--- src/hw/term_params.svh ---
// fixed 24x80 geometry on an 11-bit circular buffer; control codes are 7-bit ASCII
`ifndef TERM_PARAMS_SVH
`define TERM_PARAMS_SVH

// screen geometry
`define TERM_ROWS 24
`define TERM_COLS 80
`define TERM_BUF_SIZE 1920
// address of the last row, (rows - 1) * cols
`define TERM_LAST_ROW 1840

// field widths
`define TERM_ADDR_BITS 11
`define TERM_ROW_BITS 5
`define TERM_COL_BITS 7

// tab jumps to the next multiple of 8 below this column
`define TERM_TAB_LIMIT 71

// control byte codes
`define TERM_CH_BS 8'h08
`define TERM_CH_TAB 8'h09
`define TERM_CH_LF 8'h0A
`define TERM_CH_CR 8'h0D
`define TERM_CH_ESC 8'h1B
`define TERM_CH_DEL 8'h7F
`define TERM_CH_SPACE 8'h20
// bias on the Esc-Y row and column bytes
`define TERM_POS_OFFSET 8'h20

`endif

--- src/hw/term_pkg.sv ---
// types for the terminal; widths follow term_params.svh and are not meant to be changed alone
`include "term_params.svh"

package term_pkg;

   typedef logic [7:0] char_t;
   typedef logic [`TERM_ADDR_BITS-1:0] addr_t;
   // one extra bit for a sum before the buffer wrap
   typedef logic [`TERM_ADDR_BITS:0] wide_addr_t;
   typedef logic [`TERM_COL_BITS-1:0] col_t;
   typedef logic [`TERM_ROW_BITS-1:0] row_t;

   typedef enum logic [1:0] {
      dec_normal,
      dec_escape,
      dec_row,
      dec_col
   } decode_state_t;

   typedef enum logic [3:0] {
      op_print,
      op_backspace,
      op_tab,
      op_linefeed,
      op_return,
      op_up,
      op_down,
      op_right,
      op_left,
      op_home,
      op_goto,
      op_erase_line
   } cmd_op_t;

   // row is all ones when an Esc-Y row byte was out of range
   typedef struct packed {
      cmd_op_t op;
      char_t   ch;
      row_t    row;
      col_t    col;
   } term_cmd_t;

   typedef struct packed {
      col_t x;
      row_t y;
   } cursor_pos_t;

   // cells from first to last inclusive, wrapping at the buffer end
   typedef struct packed {
      char_t ch;
      addr_t first;
      addr_t last;
   } write_run_t;

   typedef struct packed {
      char_t ch;
      addr_t addr;
   } char_write_t;

endpackage

--- src/hw/escape_decoder.sv ---
// ready is the plain inverse of busy; bytes 0x80 and up and unlisted control codes are dropped
`timescale 1ns/1ps
`include "term_params.svh"

module escape_decoder import term_pkg::*; (
   input  logic      clk,
   input  logic      reset,
   input  char_t     data,
   input  logic      valid,
   input  logic      busy,
   output logic      ready,
   output term_cmd_t cmd,
   output logic      cmd_valid
);

   decode_state_t state;
   decode_state_t state_next;
   row_t          row_q;
   logic          accept;
   logic          row_in_range;
   logic          col_in_range;

   assign ready  = ~busy;
   assign accept = valid & ready;

   assign row_in_range = (data >= `TERM_POS_OFFSET) && (data < `TERM_POS_OFFSET + `TERM_ROWS);
   assign col_in_range = (data >= `TERM_POS_OFFSET) && (data < `TERM_POS_OFFSET + `TERM_COLS);

   always_comb begin
      state_next = state;
      cmd_valid  = 1'b0;
      cmd.op     = op_print;
      cmd.ch     = data;
      cmd.row    = row_q;
      cmd.col    = col_in_range ? col_t'(data - `TERM_POS_OFFSET) : col_t'(`TERM_COLS - 1);
      if (accept) begin
         case (state)
            dec_normal: begin
               cmd_valid = 1'b1;
               if (data >= `TERM_CH_SPACE && data < `TERM_CH_DEL) begin
                  cmd.op = op_print;
               end else begin
                  case (data)
                     `TERM_CH_BS:  cmd.op = op_backspace;
                     `TERM_CH_TAB: cmd.op = op_tab;
                     `TERM_CH_LF:  cmd.op = op_linefeed;
                     `TERM_CH_CR:  cmd.op = op_return;
                     `TERM_CH_ESC: begin
                        cmd_valid  = 1'b0;
                        state_next = dec_escape;
                     end
                     default:      cmd_valid = 1'b0;
                  endcase
               end
            end
            dec_escape: begin
               state_next = dec_normal;
               cmd_valid  = 1'b1;
               case (data)
                  "A": cmd.op = op_up;
                  "B": cmd.op = op_down;
                  "C": cmd.op = op_right;
                  "D": cmd.op = op_left;
                  "H": cmd.op = op_home;
                  "K": cmd.op = op_erase_line;
                  "Y": begin
                     cmd_valid  = 1'b0;
                     state_next = dec_row;
                  end
                  // a second escape keeps the sequence open
                  `TERM_CH_ESC: begin
                     cmd_valid  = 1'b0;
                     state_next = dec_escape;
                  end
                  default: cmd_valid = 1'b0;
               endcase
            end
            dec_row: state_next = dec_col;
            dec_col: begin
               cmd.op     = op_goto;
               cmd_valid  = 1'b1;
               state_next = dec_normal;
            end
            default: state_next = dec_normal;
         endcase
      end
   end

   always_ff @(posedge clk) begin
      if (reset) begin
         state <= dec_normal;
      end else begin
         state <= state_next;
      end
   end

   // all ones marks a row that should be left unchanged
   always_ff @(posedge clk) begin
      if (accept && state == dec_row) begin
         row_q <= row_in_range ? row_t'(data - `TERM_POS_OFFSET) : '1;
      end
   end

endmodule

--- src/hw/cursor_tracker.sv ---
// expects no command while tracker_busy is high; runs never exceed one row so no run wraps here
`timescale 1ns/1ps
`include "term_params.svh"

module cursor_tracker import term_pkg::*; (
   input  logic        clk,
   input  logic        reset,
   input  term_cmd_t   cmd,
   input  logic        cmd_valid,
   output cursor_pos_t cursor,
   output logic        cursor_wen,
   output addr_t       first_char,
   output logic        first_char_wen,
   output write_run_t  run,
   output logic        run_valid,
   output logic        tracker_busy
);

   localparam col_t  last_col      = col_t'(`TERM_COLS - 1);
   localparam row_t  last_row      = row_t'(`TERM_ROWS - 1);
   localparam addr_t last_row_addr = addr_t'(`TERM_LAST_ROW);
   localparam addr_t row_step      = addr_t'(`TERM_COLS);

   addr_t      row_addr;
   addr_t      cell_addr;
   addr_t      goto_addr;
   logic       erase_hold;
   logic       goto_s1;
   logic       goto_s2;
   row_t       goto_row;
   col_t       goto_col;
   wide_addr_t goto_sum;

   function automatic addr_t row_below(addr_t a);
      return (a == last_row_addr) ? '0 : a + row_step;
   endfunction

   function automatic addr_t row_above(addr_t a);
      return (a == '0) ? last_row_addr : a - row_step;
   endfunction

   assign cell_addr    = row_addr + addr_t'(cursor.x);
   assign tracker_busy = goto_s1 | goto_s2 | erase_hold;

   // second Esc-Y stage, sum folded back into the buffer
   assign goto_addr = (goto_sum > wide_addr_t'(`TERM_LAST_ROW)) ?
                      addr_t'(goto_sum - wide_addr_t'(`TERM_BUF_SIZE)) : addr_t'(goto_sum);

   always_ff @(posedge clk) begin
      if (reset) begin
         cursor         <= '0;
         cursor_wen     <= 1'b0;
         first_char     <= '0;
         first_char_wen <= 1'b0;
         row_addr       <= '0;
         run_valid      <= 1'b0;
         erase_hold     <= 1'b0;
         goto_s1        <= 1'b0;
         goto_s2        <= 1'b0;
      end else begin
         cursor_wen     <= 1'b0;
         first_char_wen <= 1'b0;
         run_valid      <= 1'b0;
         erase_hold     <= 1'b0;
         goto_s1        <= 1'b0;
         goto_s2        <= goto_s1;
         if (goto_s2) begin
            cursor.x   <= goto_col;
            cursor.y   <= goto_row;
            row_addr   <= goto_addr;
            cursor_wen <= 1'b1;
         end
         if (cmd_valid) begin
            case (cmd.op)
               op_print: begin
                  run_valid <= 1'b1;
                  if (cursor.x != last_col) begin
                     cursor.x   <= cursor.x + col_t'(1);
                     cursor_wen <= 1'b1;
                  end
               end
               op_right: begin
                  if (cursor.x != last_col) begin
                     cursor.x   <= cursor.x + col_t'(1);
                     cursor_wen <= 1'b1;
                  end
               end
               op_backspace, op_left: begin
                  if (cursor.x != '0) begin
                     cursor.x   <= cursor.x - col_t'(1);
                     cursor_wen <= 1'b1;
                  end
               end
               op_tab: begin
                  // stops every 8 columns, then single steps near the right edge
                  if (cursor.x < col_t'(`TERM_TAB_LIMIT)) begin
                     cursor.x   <= (cursor.x + col_t'(8)) & ~col_t'(7);
                     cursor_wen <= 1'b1;
                  end else if (cursor.x != last_col) begin
                     cursor.x   <= cursor.x + col_t'(1);
                     cursor_wen <= 1'b1;
                  end
               end
               op_return: begin
                  if (cursor.x != '0) begin
                     cursor.x   <= '0;
                     cursor_wen <= 1'b1;
                  end
               end
               op_linefeed: begin
                  row_addr <= row_below(row_addr);
                  if (cursor.y == last_row) begin
                     // scroll, the old top row becomes the new bottom row
                     first_char     <= row_below(first_char);
                     first_char_wen <= 1'b1;
                     run_valid      <= 1'b1;
                     erase_hold     <= 1'b1;
                  end else begin
                     cursor.y   <= cursor.y + row_t'(1);
                     cursor_wen <= 1'b1;
                  end
               end
               op_down: begin
                  if (cursor.y != last_row) begin
                     cursor.y   <= cursor.y + row_t'(1);
                     row_addr   <= row_below(row_addr);
                     cursor_wen <= 1'b1;
                  end
               end
               op_up: begin
                  if (cursor.y != '0) begin
                     cursor.y   <= cursor.y - row_t'(1);
                     row_addr   <= row_above(row_addr);
                     cursor_wen <= 1'b1;
                  end
               end
               op_home: begin
                  cursor     <= '0;
                  row_addr   <= first_char;
                  cursor_wen <= (cursor != '0);
               end
               op_goto: goto_s1 <= 1'b1;
               op_erase_line: begin
                  run_valid  <= 1'b1;
                  erase_hold <= 1'b1;
               end
               default: ;
            endcase
         end
      end
   end

   always_ff @(posedge clk) begin
      if (cmd_valid) begin
         case (cmd.op)
            op_print:      run <= '{ch: cmd.ch, first: cell_addr, last: cell_addr};
            op_linefeed:   run <= '{ch: `TERM_CH_SPACE, first: first_char,
                                    last: first_char + addr_t'(last_col)};
            op_erase_line: run <= '{ch: `TERM_CH_SPACE, first: cell_addr,
                                    last: row_addr + addr_t'(last_col)};
            default: ;
         endcase
         if (cmd.op == op_goto) begin
            // an out-of-range row byte keeps the current row
            goto_row <= (cmd.row > last_row) ? cursor.y : cmd.row;
            goto_col <= cmd.col;
         end
      end
      if (goto_s1) begin
         goto_sum <= wide_addr_t'(first_char) +
                     wide_addr_t'(goto_row) * wide_addr_t'(`TERM_COLS);
      end
   end

endmodule

--- src/hw/screen_writer.sv ---
// a new run must not arrive while writer_busy is high; addresses wrap at the buffer size
`timescale 1ns/1ps
`include "term_params.svh"

module screen_writer import term_pkg::*; (
   input  logic        clk,
   input  logic        reset,
   input  write_run_t  run,
   input  logic        run_valid,
   output char_write_t char_wr,
   output logic        char_wen,
   output logic        writer_busy
);

   addr_t last_q;
   addr_t next_addr;
   logic  at_last;

   assign next_addr = (char_wr.addr == addr_t'(`TERM_BUF_SIZE - 1)) ?
                      '0 : char_wr.addr + addr_t'(1);
   assign at_last   = (char_wr.addr == last_q);

   always_ff @(posedge clk) begin
      if (reset) begin
         char_wen    <= 1'b0;
         writer_busy <= 1'b0;
      end else if (run_valid) begin
         char_wen    <= 1'b1;
         writer_busy <= (run.first != run.last);
      end else if (writer_busy) begin
         // stay busy through the cycle of the final write
         char_wen    <= ~at_last;
         writer_busy <= ~at_last;
      end else begin
         char_wen <= 1'b0;
      end
   end

   always_ff @(posedge clk) begin
      if (run_valid) begin
         char_wr <= '{ch: run.ch, addr: run.first};
         last_q  <= run.last;
      end else if (writer_busy && !at_last) begin
         char_wr.addr <= next_addr;
      end
   end

endmodule

--- src/hw/terminal_top.sv ---
// byte input takes one character per valid and ready cycle; all write ports are single-cycle pulses
`timescale 1ns/1ps

module terminal_top import term_pkg::*; (
   input  logic        clk,
   input  logic        reset,
   input  char_t       data,
   input  logic        valid,
   output logic        ready,
   output char_write_t char_wr,
   output logic        char_wen,
   output cursor_pos_t cursor,
   output logic        cursor_wen,
   output addr_t       first_char,
   output logic        first_char_wen
);

   term_cmd_t  cmd;
   logic       cmd_valid;
   write_run_t run;
   logic       run_valid;
   logic       tracker_busy;
   logic       writer_busy;
   logic       busy;

   // input stalls while an address is computed or a run is written
   assign busy = tracker_busy | writer_busy;

   escape_decoder u_decoder (
      .clk       (clk),
      .reset     (reset),
      .data      (data),
      .valid     (valid),
      .busy      (busy),
      .ready     (ready),
      .cmd       (cmd),
      .cmd_valid (cmd_valid)
   );

   cursor_tracker u_tracker (
      .clk            (clk),
      .reset          (reset),
      .cmd            (cmd),
      .cmd_valid      (cmd_valid),
      .cursor         (cursor),
      .cursor_wen     (cursor_wen),
      .first_char     (first_char),
      .first_char_wen (first_char_wen),
      .run            (run),
      .run_valid      (run_valid),
      .tracker_busy   (tracker_busy)
   );

   screen_writer u_writer (
      .clk         (clk),
      .reset       (reset),
      .run         (run),
      .run_valid   (run_valid),
      .char_wr     (char_wr),
      .char_wen    (char_wen),
      .writer_busy (writer_busy)
   );

endmodule

--- config.mk ---
export PLATFORM = sky130hd
export DESIGN_NAME = terminal_top
export DESIGN_NICKNAME = d
export VERILOG_FILES = /design/src/hw/term_pkg.sv /design/src/hw/escape_decoder.sv /design/src/hw/cursor_tracker.sv /design/src/hw/screen_writer.sv /design/src/hw/terminal_top.sv
export VERILOG_INCLUDE_DIRS = /design/src /design/src/hw
export SDC_FILE = /design/constraint.sdc
export NUM_CORES = 1
export LEC_CHECK = 0
export BUFFER_PORTS_ARGS = -buffer_cell sky130_fd_sc_hd__clkbuf_2
export CORE_UTILIZATION = 30
export DETAILED_ROUTE_END_ITERATION = 8
export PLACE_DENSITY = 0.55
export SLEW_MARGIN = 25
export SYNTH_ARGS = -nofsm -noshare
export SYNTH_HDL_FRONTEND = slang
export SYNTH_SLANG_ARGS = --single-unit
--- constraint.sdc ---
create_clock -name clk -period 8.25 [get_ports clk]
set_input_delay 1.2375 -clock clk [delete_from_list [all_inputs] [get_ports clk]]
set_output_delay 1.2375 -clock clk [all_outputs]
set_load 0.005 [all_outputs]
Yosys cells after proc, flatten, opt, wreduce, memory -nomap -nowiden
Cells that the tools add are included.
Widths: inputs -> output; s select.
{ "word_totals": {"reg_bits": 133, "inputBits": 11, "out_inout_bits": 46, "elab_cells": 171} }
{ "classes": {"add_sub_neg": 15, "multipliers": 1, "order_cmp": 7, "n_eq_ne": 36, "n_mux": 55, "n_bitwise": 8, "reduce_logical": 26} }
{ "op_table": {"columns": ["operator", "count"], "rows": [
  ["$mux 11", 11],
  ["$pmux 30 s3", 1],
  ["$eq 8x7->1 const B", 7],
  ["$add 11x7->11 const B", 4],
  ["$pmux 11 s4", 1],
  ["$pmux 7 s5", 1],
  ["$eq 11x11->1 const B", 3],
  ["$eq 8x4->1 const B", 4],
  ["$mux 7", 4],
  ["$mux 12", 2],
  ["$pmux 4 s6", 1],
  ["$mux 5", 4],
  ["$pmux 5 s4", 1],
  ["$mux 1", 17],
  ["$eq 4x3->1 const B", 4],
  ["$eq 4x4->1 const B", 4],
  ["$lt 8x7->1 const B", 2],
  ["$add 11x12->12", 1],
  ["$gt 12x11->1 const B", 1],
  ["$pmux 3 s4", 1],
  ["$pmux 4 s3", 1],
  ["$reduce_bool 12->1", 1],
  ["$add 11x1->11 const B", 1],
  ["$add 11x7->11", 1],
  ["50 further kinds", 70]
]} }

Longest topological paths before layout
Gate-level depths: netlist of the first run.
{ "logic_depth": {"ltp_word": 10, "mapped_depth": 18, "mapped_depth_nobuf": 15} }

Hierarchy
A second synthesis of the first run with hierarchy kept.
{ "hier_totals": {"hier_cells": 851, "hier_area_um2": 8216.6} }
{ "by_module_without_submodules": {"columns": ["mod", "instances", "cells_each", "area_each_um2", "seq_area_each_um2"], "rows": [
  ["cursor_tracker", 1, 638, 5954.5, 2222.1],
  ["screen_writer", 1, 119, 1516.5, 940.9],
  ["escape_decoder", 1, 93, 739.5, 190.2],
  ["terminal_top", 1, 1, 6.3, 0.0]
]} }

Worst setup path after synthesis of the first run
Ideal clock, no wire load.
{ "synth_path": {"path_kind": "input port to flip-flop", "from": "input data[7]", "to": "register, netlist name u_tracker.run[0]", "arrival_time_ps": 4668, "required_ps": 7823, "setup_slack_ps": 3155, "stages": 10, "n_path_buf": 3, "path_cell_list": "buf_2 > or4b_4 > or3_4 > a22oi_4 > buf_6 > nand2_2 > nor2_1 > buf_2 > a21oi_1 > a21oi_1"} }
{ "synth_via": {"elab_chain_len": 8, "word_cells_on_any_way": 30, "classes_between": "order compare (2); eq/ne (12); mux (10); reduce/logical (6)"} }
{ "synth_rtl": {"columns": ["item", "line_no", "rtl"], "rows": [
  ["start: declaration", "terminal_top.sv:7", "input char_t data,"],
  ["$ge 8x6->1 (no source line), or another cell as far along", null, null],
  ["$logic_and 1x1->1 (no source line) / $pmux 3 s4 (equally long branches)", null, null],
  ["$mux 4", "escape_decoder.sv:40", "if (data >= `TERM_CH_SPACE && data < `TERM_CH_DEL) begin"],
  ["$pmux 4 s3", "escape_decoder.sv:37", "case (state)"],
  ["$mux 4", "escape_decoder.sv:36", "if (accept) begin"],
  ["$eq 4x2->1, or another cell as far along", "cursor_tracker.sv:155", "case (cmd.op)"],
  ["$reduce_bool 3->1 (no source line)", null, null],
  ["$reduce_and 2->1 (no source line) *", null, null]
]} }
Every way passes the cells marked *; elsewhere a longest branch is shown, timed or not.
A chain may end at the register's enable or synchronous reset.

Worst setup path after layout of the first run
{ "layout_path": {"from": "input data[5]", "to": "register, netlist name u_tracker.run[10]"} }
{ "layout_via": {"elab_chain_len": 7, "word_cells_on_any_way": 22, "classes_between": "order compare (2); eq/ne (12); mux (6); reduce/logical (2)"} }
{ "layout_rtl": {"columns": ["item", "line_no"], "rows": [
  ["$ge 8x6->1 (no source line), or another cell as far along", null],
  ["$logic_and 1x1->1 (no source line) / $pmux 3 s4 (equally long branches)", null],
  ["$mux 4", "escape_decoder.sv:40"],
  ["$pmux 4 s3 *", "escape_decoder.sv:37"],
  ["$mux 4 *", "escape_decoder.sv:36"],
  ["$eq 4x4->1, or another cell as far along", "cursor_tracker.sv:155"],
  ["$pmux 30 s3 *", "cursor_tracker.sv:155"]
]} }
Marked as above.

==> results of run 1 <==
==> cell usage after synthesis (all sizes together) (3+ instances only) <==
cell       n
nand2    101
edfxtp    85
nor2      81
o21ai     57
xnor2     56
a21oi     53
dfxtp     40
inv       39
clkbuf    34
ha        33
xor2      30
nand3     29
nor3      27
buf       21
mux2i     13
a31oi     12
a211oi    11
and3      11
a221oi    10
nand2b    10
nor4      10
a21o       9
and2       9
nor2b      9
nand4      7
o211ai     7
nor3b      6
o31ai      6
o21a       5
a21boi     4
a22oi      4
o21bai     4
a2111oi    3
a22o       3
a2bb2oi    3
fa         3
nor4b      3
or2        3
or3        3
or4        3
==> placed cells by master, fill, tap and decap left out, types with 5 or more instances in the layout <==
master,Yosys,layout
a211oi_1,11,11
a21o_1,9,9
a21oi_1,51,50
a221oi_1,8,8
a31oi_1,11,11
and2_1,8,8
and3_1,10,10
clkbuf_16,0,17
clkbuf_2,0,52
dfxtp_1,40,40
edfxtp_1,85,85
ha_1,33,33
inv_1,39,39
mux2i_1,13,13
nand2_1,97,97
nand2b_1,10,10
nand3_1,27,27
nand4_1,6,6
nor2_1,76,74
nor2_2,4,6
nor2b_1,8,8
nor3_1,24,24
nor3b_1,6,6
nor4_1,9,9
o211ai_1,7,7
o21a_1,5,5
o21ai_0,53,53
xnor2_1,56,56
xor2_1,30,30
==> flip-flops by register name, indices dropped and copies added, names as in the netlist, 2 cells and up <==
signal,count
u_tracker.goto_col,7
u_tracker.first_char,7
u_tracker.run,30
u_tracker.row_addr,11
u_writer.char_wr,19
u_tracker.goto_row,5
u_decoder.row_q,5
u_decoder.state,2
u_tracker.cursor,12
u_writer.last_q,11
u_tracker.goto_sum,8
==> per-layer routing <==
layer	up-vias	part of all wire (%)	wire (µm)	GRT usage (%)
li1	3241	-	-	-
met1	3229	47	10500	21.9
met2	191	47	10700	26.5
met3	26	4.4	981	3.33
met4	0	1.5	332	4.99
met5	-	0	0	0
==> worst max-delay path, cell delays in order <==
cell and delay (ns):
clkbuf_2 0.18, nor4b_1 0.73, o2111ai_1 0.25, o211ai_1 0.48, nand2_2 0.20, nor2_1 0.62, nand2_1 0.17, ha_1 0.27
nor3b_1 0.18, nor3_1 0.30, nor2_1 0.07, nor2_1 0.19, nand3_1 0.12, xnor2_1 0.15, o21ai_0 0.15, a21oi_1 0.09
==> path summary, 6_finish.rpt <==
path	slack, ns	startpoint	to	depth (start not counted)
setup / recovery	3.02	data[5]	u_tracker.run[10]	16
hold / removal	0.43	u_tracker.run[25]	u_writer.char_wr[14]	0
setup reg to reg	3.60	u_decoder.state[0]	u_tracker.run[10]	15
hold reg to reg	0.43	u_tracker.run[25]	u_writer.char_wr[14]	0
==> power breakdown <==
part / switching (mW) / internal (mW)
registers: 0.0183 / 0.686
logic: 0.0739 / 0.0447
clock network: 0.299 / 0.477
==> cells by family (layout without fill, tap and decap cells) <==
group	after synthesis	count (layout)	synth area share (%)
AND/OR/NAND/NOR	321	321	19.7
AO/OA/AOI/OAI	211	211	17.4
adder cells (fa/ha/maj)	36	36	5.76
buffers and inverters	95	129	5.17
multiplexers	15	15	1.86
XOR/XNOR	86	86	9.18
flip-flops	125	125	40.9
other	1	4	0.0457
==> metrics by stage <==
stage	cell area [µm²]	util (%)	instances	setup slack [ns]	power [mW]
finish	9320	34.7	1268	3.02	1.60
global route	9320	34.7	1268	2.65	1.65
CTS	9270	34.5	1266	3.05	1.61
detailed placement	8670	32.2	1234	2.64	0.833
global placement	8670	32.2	1234	2.83	0.832
floorplan	8220	-	893	3.15	0.797
==> area by class of cell <==
| class | count | share of cell area, % |
|---|---|---|
| multi-input cells | 673 | 47.9 |
| inverters | 39 | 1.57 |
| clock buffers | 19 | 4.65 |
| flip-flops and latches | 125 | 36.0 |
| clock inverters | 13 | 1.79 |
| repair buffers | 58 | 3.53 |
| well taps | 341 | 4.58 |
==> run summary, run 1 <==
Using the TritonRoute via totals, the vias-per-cell ratio works out to 5.27. Clock tree synthesis inserted a total of 17 buffers. Number of antenna violations at the first check in global routing: 0. The logs give 0 for the number of endpoints with negative hold slack in the final report and 0.43 ns for the insertion delay to the later sink of the worst-skew pair. The post-route netlist has 14.1% of its cells at a drive strength greater than 1. Ranked by total cell area, the synthesized netlist is headed by edfxtp_1, dfxtp_1, xnor2_1. The maximum clock rate is 191 MHz, and the wire length per cell after detailed routing is 17.7 µm. The run finished with clean final reports. The final global-route overflow total is 0, and the number of enable-type register cells in the synthesized netlist is 85.

The worst setup path is of the primary input to flip-flop kind. Setup repair after global routing left no endpoint under its margin. The logs give 40.9% for the fraction of the yosys area taken by sequential cells and 4 for the maximum level of the CTS H-tree.

On the final layout, the worst hold slack is 0.426 ns. The class of the tightest hold or removal check is flip-flop to flip-flop. The run gives 0 as the count of final max-slew check failures. Across the run, the number of max-cap violations was 0. The post-cts resize count was 0; the number of buffers between clock root and the deepest sink was 2. After synthesis the netlist holds a flip-flop and latch count of 125. The via count of the first global-routing pass is 6452, and the residual DRC count is 0. The floorplan step defined a die boundary enclosing 28000 µm². The worst setup path is captured at a flip-flop.

Worst path arrival time: 5.39 ns. Summing all multi-input logic gate instances after layout gives 4460 µm². The logs give 0 ns for the total negative slack for setup checks and 0.0115 ns for the clock tree skew after final layout. The cell taking the most area after synthesis was edfxtp_1.

Mean instance size in the synthesized netlist: 9.22 µm². The floorplan has 60 rows. Dividing total power by cell area gives a power density of 172 nW/µm². The number of instances in the synthesized netlist was 890. Summing all flip-flop and latch instances after layout gives 3350 µm².

The die span in y was 167 µm; the slew at the pin closest to its max-slew limit was 1.11 ns. Of all flip-flops after synthesis, the portion carrying an async set or reset was 0%. The area of the core was 26900 µm²; the I/O pin total was 57.

The maximum fanout along the worst path was 12; the worst path required time was 8.41 ns. Entering global routing, the biggest net connects 38 pins. Measured against its own limit, the worst slew margin works out to 25.2%. The tree built by TritonCTS fans out to 125 sinks.

The number of antenna diodes in the final layout is 0. After layout, the worst path uses 63.4% of the clock period. The count of input and output buffers is 52, and the worst vdd rail ir drop is 0.103 mV.

TritonCTS built the clock tree. The die is 167 µm wide. Once detail routing completed, the nets flagged for antenna violations numbered 0.

The number of different library cells used by synthesis comes to 91. At the end of routability-driven placement, the weighted congestion stood at 0.867. The first TritonRoute pass finished after 7 iterations. The first global-routing pass estimated 35700 µm of wire.

The fill cell total of the finished layout is 2771. The number of warnings reported in the yosys synthesis log came out at 0. The cell area after synthesis is 8210 µm², and the signed area change from the synthesized netlist to the final layout is 13.5%. CTS clock-pin slew for the worst setup and hold paths: 0.06 ns.

The final layout contains 961 nets. Via count: 6687. In the synthesized netlist the dominant register cell turns out to be edfxtp_1. The setup fix buffers added after clock tree synthesis was 0; the HPWL after detailed placement was 16300 µm.

The worst path needs 5.23 ns of the cycle, external delays included. The analysis attributes to cell leakage a power of 3.31 nW. Setup violations remaining at the end of the flow were counted as 0. For this block, the routed nets add up to 22500 µm of wire. Global routing used 16.4% of the available tracks.

Summed over its instances, the top area cell type makes up 31.1% of the synthesized netlist area. Critical path launch point type: a primary input. In this run, post-CTS hold repair placed 0 buffers. The detailed router finished its first iteration with 603 violations. The starting density of the core came out at 30.5%. The root buffer selected by CTS was clkbuf_16.
No activity file was read; power rests on OpenSTA's default activity.
==> inputs of run 2 (changes only) <==
Settings changed: PLACE_DENSITY 0.55 to 0.57.
Clock period 8.25 ns to 4.79 ns, I/O delays scaled along.
==> run summary, run 2 (synthesis results as in run 1) <==
The run gives 0 (unchanged) as the hold buffer count at cts. The most common cell after layout, fill and taps aside was nand2_1 (unchanged). The switching power share of the total is 24.4% (was 24.5%). Number of flip-flops in the largest register: 30 (unchanged). Setup repair after global routing left no endpoint under its margin. The signed area change from the synthesized netlist to the final layout is 13.7% (was 13.5%), and the post-cts resize count is 0 (unchanged). The tools report the placement row count as 60 (unchanged). The logs give 1276 (was 1268) for the final cell count without fillers and 969 (was 961) for the number of nets at the end of the flow.

The run gives 26900 µm² (unchanged) as the area of the core. The worst path arrival time is 4.16 ns (was 5.39 ns), and the wire length per cell after detailed routing is 17.1 µm (was 17.7 µm). The run gives 0.421 ns (was 0.426 ns) as the worst-case hold slack. The root buffer selected by CTS was clkbuf_16 (unchanged). The number of buffers created by CTS was 17 (unchanged); the die span in y was 167 µm (unchanged). The insertion delay to the later sink of the worst-skew pair came out at 0.42 ns (was 0.43 ns). The run gives 0 (unchanged) as the number of antenna violations at the first check in global routing.

The count of input and output buffers was 52 (unchanged); the largest net degree at the start of global routing was 37 (was 38). The worst reg2reg path depth is 15 (unchanged). The total negative slack for setup checks came out at 0 ns (unchanged). Area of the die: 28000 µm² (unchanged). The tools report the starting density of the core as 30.5% (unchanged). For the internal power of the cells, the log shows 2.02 mW (was 1.21 mW). The run gives 0.884 (was 0.867) as the routability congestion estimate. The sort of element at the end of the critical path was a flip-flop (unchanged). The max capacitance violation total came out at 0 (unchanged). The largest register by flop count was u_tracker.run (unchanged). The run gives 5 (was 7) as the first-pass detailed-route iteration total. The tools report the overall power consumption as 2.68 mW (was 1.60 mW).

The flow ran to the end, and the final reports show no timing, DRC or antenna violations. The setup fix buffers added after clock tree synthesis is 0 (unchanged). The total track usage was 15.9% (was 16.4%); the CTS clock-pin slew for the worst setup and hold paths was 0.06 ns (about the same).

For the count of final max-slew check failures, the log shows 0 (unchanged). Beginning of the worst hold path: u_tracker.run[29] (was u_tracker.run[25]). The critical path launch point type was a primary input (unchanged). The number of endpoints with negative hold slack in the final report came out at 0 (unchanged).

The run gives 3.34 nW (was 3.31 nW) as the leakage power summed over all cells. The I/O pin total was 57 (unchanged). Start of the worst register-to-register path: u_decoder.state[0] (unchanged). For the fill cell total of the finished layout, the log shows 2788 (was 2771). The routed wire length is 21800 µm (was 22500 µm).

The run gives 35000 µm (was 35700 µm) as the global-route wire length before repair. The HPWL after detailed placement is 16100 µm (was 16300 µm), and the worst setup slack for register-to-register paths is 0.80 ns (was 3.60 ns). The total clock sinks came out at 125 (unchanged). The logs give 8750 µm² (was 8670 µm²) for the cell area after placement and 9330 µm² (was 9320 µm²) for the area of all placed cells without fillers. Part of the total power dissipated in the clock network: 47.2% (was 48.5%).

The tools report the total instance count after detailed placement as 1244 (was 1234). The depth of the worst hold-timing path works out to 0 (unchanged). The tools report the number of buffers between clock root and the deepest sink as 2 (unchanged). The normalized max-slew margin is 34.4% (was 25.2%), and the residual DRC count is 0 (unchanged). The total setup violations reported at the end of the flow was 0 (unchanged); the width of the die was 167 µm (unchanged). The DRC violation total after the first TritonRoute iteration is 525 (was 603), and the slew at the pin closest to its max-slew limit is 0.971 ns (was 1.11 ns).

The tools report the via count of the first global-routing pass as 6538 (was 6452). The critical register-to-register path endpoint was u_tracker.run[10] (unchanged). For the via count, the log shows 6619 (was 6687). Maximum fanout along the worst path: 12 (unchanged). Fraction of final layout cells sized beyond drive strength 1: 14.4% (was 14.1%). TritonCTS built the clock tree. The logs give 0 (unchanged) for the final global-route overflow total and 0.164 mV (was 0.103 mV) for the worst vdd rail ir drop. The hold-critical path endpoint is u_writer.char_wr[18] (was u_writer.char_wr[14]). The run gives 7.5% (was 7.4%) as the part of the total power dissipated in combinational logic. The clock tree skew after final layout is 0.00647 ns (was 0.0115 ns), and the ratio of total power to cell area is 287 nW/µm² (was 172 nW/µm²). The class of the tightest hold or removal check is flip-flop to flip-flop (unchanged).

The run gives 653 µW (was 392 µW) as the total net switching power. In the finished design, the share of the clock period the worst path needs comes to 83.7%. For the finished layout, the period the worst path requires is 4.01 ns.

The type of the worst setup path was primary input to flip-flop (unchanged). For the maximum level of the CTS H-tree, the log shows 4 (unchanged). Most used cells in the layout excluding fill and tap cells: nand2_1, edfxtp_1, nor2_1 (unchanged). The routed via count divided by cell count is 5.19 (was 5.27), and the worst path required time is 4.94 ns (was 8.41 ns). Final antenna diode count: 0 (unchanged). Power share of the sequential group: 45.3% (was 44.0%). Registers with the most flip-flops: u_tracker.run: 30 flops, u_writer.char_wr: 19 flops, u_tracker.cursor: 12 flops (unchanged). The maximum clock rate was 249 MHz; the remaining antenna violation count was 0 (unchanged).
run 2: area by class of cell:
class | instances | area (µm²) | share of cell area (%)
clock buffers | 18 | 429 | 4.60
clock inverters | 14 | 145 | 1.56
inverters | 39 | 146 | 1.57
multi-input cells | 673 | 4450 | 47.7
flip-flops and latches | 125 | 3350 | 35.9
well taps | 341 | 427 | 4.57
repair buffers | 66 | 378 | 4.05
run 2: worst max path at each step:
stage	depth (start not counted)	startpoint	endpoint	slack, ns
global placement	16	data[5]	u_tracker.run[10]	0.46
global route	14	u_tracker.goto_s1	u_tracker.run[10]	0.42
detailed placement	16	data[5]	u_tracker.run[10]	0.41
floorplan	10	data[7]	u_tracker.run[0]	0.21
finish	16	data[5]	u_tracker.run[10]	0.78
CTS	16	data[5]	u_tracker.run[10]	0.85
run 2: metal layers:
metal | global-route usage [%] | routed length [µm] | vias to the layer above
met2 | 26.2 | 10300 | 158
met3 | 3.62 | 974 | 27
met1 | 20.5 | 10000 | 3161
li1 | - | - | 3273
met5 | 0 | 0 | -
met4 | 5.42 | 425 | 0
run 2: stage by stage:
stage | utilization, % | setup WS, ns
after CTS | 34.7 | 0.851
after detailed placement | 32.6 | 0.407
final | 34.7 | 0.779
after global routing | 34.7 | 0.420
after floorplan | - | 0.214
after global placement | 32.6 | 0.463
run 2: power by group through the flow:
stage / sequential (mW) / clock [mW] / combinational, mW
floorplan: 1.22 / 0 / 0.149
global placement: 1.24 / 0 / 0.201
detailed placement: 1.24 / 0 / 0.202
CTS: 1.21 / 1.29 / 0.203
global route: 1.22 / 1.34 / 0.223
finish: 1.21 / 1.26 / 0.202
run 2: critical path: stages:
cell,delay (ns)
clkbuf_2,0.18
or4b_4,0.57
or3_4,0.42
a22oi_4,0.21
nand2_2,0.12
nor2_1,0.34
nand2_1,0.14
ha_1,0.26
nor3b_1,0.19
nor3_1,0.27
nor2_1,0.08
nor2_1,0.19
nand3_1,0.12
xnor2_1,0.15
o21ai_0,0.14
a21oi_1,0.08
==> inputs of run 3 (changes only) <==
Settings changed: ABC_AREA set to 1.
Clock period 4.79 ns to 3.5 ns, I/O delays scaled along.
==> run summary, run 3 <==
Registers with the most flip-flops: u_tracker.run: 30 flops, u_writer.char_wr: 19 flops, u_tracker.cursor: 12 flops (unchanged). The clock tree skew after final layout was 0.00951 ns (was 0.00647 ns). The cell area after placement came out at 9260 µm² (was 8750 µm²). The maximum fanout along the worst path is 10 (was 12). The class of the tightest hold or removal check was primary input to flip-flop (was flip-flop to flip-flop). The area share of the leading cell type in the synthesized netlist came out at 29.8% (was 31.1%).

The most numerous cell in the Yosys netlist is nand2_1 (unchanged). The global-route wire length before repair is 37200 µm (was 35000 µm). The run gives 0 ns (unchanged) as the total negative slack for setup checks. Slew at the pin closest to its max-slew limit: 0.720 ns (was 0.971 ns).

The logs give 0 (unchanged) for the total setup violations reported at the end of the flow and 0.42 ns (about the same) for the insertion delay to the later sink of the worst-skew pair. The number of synthesized register bits is 125 (unchanged), and the number of nets at the end of the flow is 1197 (was 969). The ratio of total power to cell area is 373 nW/µm² (was 287 nW/µm²).

The logs give 0 (unchanged) for the post-cts resize count and 334 MHz for the maximum clock rate. The critical path launch point type was a flip-flop (was a primary input). For the number of antenna violations at the first check in global routing, the log shows 0 (unchanged).

The normalized max-slew margin is 51.6% (was 34.4%). Setup repair after global routing left no endpoint under its margin. The number of instances in the synthesized netlist was 1090 (was 890); the DRC violation total after the first TritonRoute iteration was 498 (was 525).

The area of the die was 29200 µm² (was 28000 µm²); the maximum level of the CTS H-tree was 4 (unchanged). The logs give 0 (unchanged) for the final antenna diode count and 4.12 nW (was 3.34 nW) for the leakage power summed over all cells. The routed design could run at a clock period as short as 2.99 ns. I/O pin total: 57 (unchanged). The tools report the remaining antenna violation count as 0 (unchanged).

For the routed wire length, the log shows 23400 µm (was 21800 µm). Ranking of synthesized cells by instance count: nand2_1, inv_1, nor2_1 (was nand2_1, edfxtp_1, nor2_1). The logs give 0.906 (was 0.884) for the routability congestion estimate and 27900 µm² (was 26900 µm²) for the area of the core. The worst path arrival time was 3.16 ns (was 4.16 ns). The share of flip-flops with an asynchronous set or reset after synthesis was 0% (unchanged).

The sort of element at the end of the critical path is a flip-flop (unchanged). The tools report the slack of the critical path as 0.510 ns (was 0.779 ns). For the cell area after synthesis, the log shows 8550 µm² (was 8210 µm²). The via count of the first global-routing pass came out at 7054 (was 6538). The number of buffers between clock root and the deepest sink was 2 (unchanged).

The cell taking the most area after synthesis is edfxtp_1 (unchanged). The placement row count was 61 (was 60). The run finished with clean final reports. The mean instance size in the synthesized netlist was 7.85 µm² (was 9.22 µm²). The run gives 3.67 ns (was 4.94 ns) as the worst path required time. The starting density of the core is 30.6% (was 30.5%), and the fraction of the yosys area taken by sequential cells is 39.2% (was 40.9%).

Cells taking the most area after synthesis: edfxtp_1, nand2_1, dfxtp_1 (was edfxtp_1, dfxtp_1, xnor2_1). The total instance count after detailed placement was 1509 (was 1244); the number of buffers created by CTS was 17 (unchanged). Number of distinct library cell variants in the gate-level netlist after synthesis: 62 (was 91).

The number of warnings reported in the yosys synthesis log is 0 (unchanged), and the area of all placed cells without fillers is 9840 µm² (was 9330 µm²). Commonest register cell after synthesis: edfxtp_1 (unchanged). The number of flip-flops in the largest register is 30 (unchanged). The count of final max-slew check failures is 0 (unchanged). The width of the die is 171 µm (was 167 µm). The tools report the largest net degree at the start of global routing as 31 (was 37). The tools report the total length of routed met2 wires as 11300 µm (was 10300 µm).

The total track usage was 16.6% (was 15.9%). The type of the worst setup path is flip-flop to flip-flop (was primary input to flip-flop). Highest routing layer actually used: met4 (unchanged). TritonCTS built the clock tree.

For the HPWL after detailed placement, the log shows 18000 µm (was 16100 µm). Most used cells in the layout excluding fill and tap cells: nand2_1, inv_1, nor2_1 (was nand2_1, edfxtp_1, nor2_1). The fraction of final layout cells sized beyond drive strength 1 was 14.4% (about the same).

The most common cell after layout, fill and taps aside is nand2_1 (unchanged). The final global-route overflow total was 0 (unchanged); the die span in y was 171 µm (was 167 µm). Routed via count divided by cell count: 4.87 (was 5.19). The tools report the number of endpoints with negative hold slack in the final report as 0 (unchanged).

The residual DRC count was 0 (unchanged). Number of enable-type register cells in the synthesized netlist: 85 (unchanged). For the hold buffer count at cts, the log shows 0 (unchanged).

The run gives 0 (unchanged) as the max capacitance violation total. The met1 layer wirelength in the final routing is 10800 µm (was 10000 µm), and the via count is 7511 (was 6619). The wire length per cell after detailed routing was 15.2 µm (was 17.1 µm); the signed area change from the synthesized netlist to the final layout was 15.0% (was 13.7%). For the setup fix buffers added after clock tree synthesis, the log shows 0 (unchanged).

The worst vdd rail ir drop is 0.253 mV (was 0.164 mV). The total clock sinks was 125 (unchanged); the CTS clock-pin slew for the worst setup and hold paths was 0.06 ns (about the same). Final cell count without fillers: 1541 (was 1276). Count of input and output buffers: 52 (unchanged).

The wire length on met3 came out at 961 µm (was 974 µm). The root buffer selected by CTS is clkbuf_16 (unchanged). The first-pass detailed-route iteration total is 5 (unchanged). The largest register by flop count was u_tracker.run (unchanged).

The worst-case setup slack after placement was 0.451 ns (was 0.407 ns). Dividing the final minimum period by the clock period gives 85.4%.
[run 3: layout make-up]
class | instances | area (µm²)
multi-input cells | 794 | 4510
clock inverters | 10 | 115
repair buffers | 63 | 355
clock buffers | 22 | 464
flip-flops and latches | 125 | 3350
well taps | 378 | 473
inverters | 149 | 562
fillers | 2965 | 18100
[run 3: worst paths after layout]
kind | from | to | slack, ns | depth (start not counted)
max reg2reg | u_tracker.goto_s1 | u_tracker.run[8] | 0.51 | 15
min reg2reg | u_tracker.run[25] | u_writer.char_wr[14] | 0.42 | 0
min | data[7] | u_tracker.run[29] | 0.35 | 1
max | u_tracker.goto_s1 | u_tracker.run[8] | 0.51 | 15
[run 3: worst max-delay path, cell delays in order, from the launching register on]
cell and delay (ns):
dfxtp_1 0.44, inv_1 0.16, nand4_2 0.24, nor2_1 0.29
nand2_2 0.22, inv_4 0.17, nand4_1 0.24, inv_1 0.14
nand2_1 0.08, ha_1 0.21, nand3_1 0.15, nand2_1 0.09
nand2_2 0.10, nand3_1 0.07, nand3_1 0.09, nand2_1 0.05
[run 3: logic make-up after synthesis]
family / after synthesis / synth area share, %
AO/OA/AOI/OAI: 210 / 14.7
XOR/XNOR: 53 / 5.43
adder cells (fa/ha/maj): 36 / 5.53
buffers and inverters: 174 / 8.16
flip-flops: 125 / 39.2
multiplexers: 1 / 0.117
other: 1 / 0.0438
AND/OR/NAND/NOR: 490 / 26.8
[run 3: power by group]
part	total, mW	internal, mW	leakage (nW)	switching (mW)
sequential	1.66	1.62	1.11	0.0365
clock	1.74	1.08	0.266	0.660
combinational	0.275	0.0947	2.75	0.181
total	3.67	2.80	4.12	0.877
[run 3: layer usage]
| metal | vias to the layer above | track usage (%) |
|---|---|---|
| met5 | - | 0 |
| met4 | 0 | 5.09 |
| met1 | 3496 | 21.3 |
| li1 | 3784 | - |
| met3 | 30 | 2.78 |
| met2 | 201 | 28.3 |
[run 3: through the flow]
| step | hold slack, ns | util, % | power [mW] |
|---|---|---|---|
| 2_1_floorplan | 0.400 | - | 1.87 |
| 3_3_place_gp | 0.401 | 33.1 | 1.96 |
| 3_5_place_dp | 0.415 | 33.1 | 1.96 |
| 4_1_cts | 0.330 | 35.2 | 3.71 |
| 5_1_grt | 0.342 | 35.2 | 3.80 |
| 6_report | 0.349 | 35.2 | 3.67 |
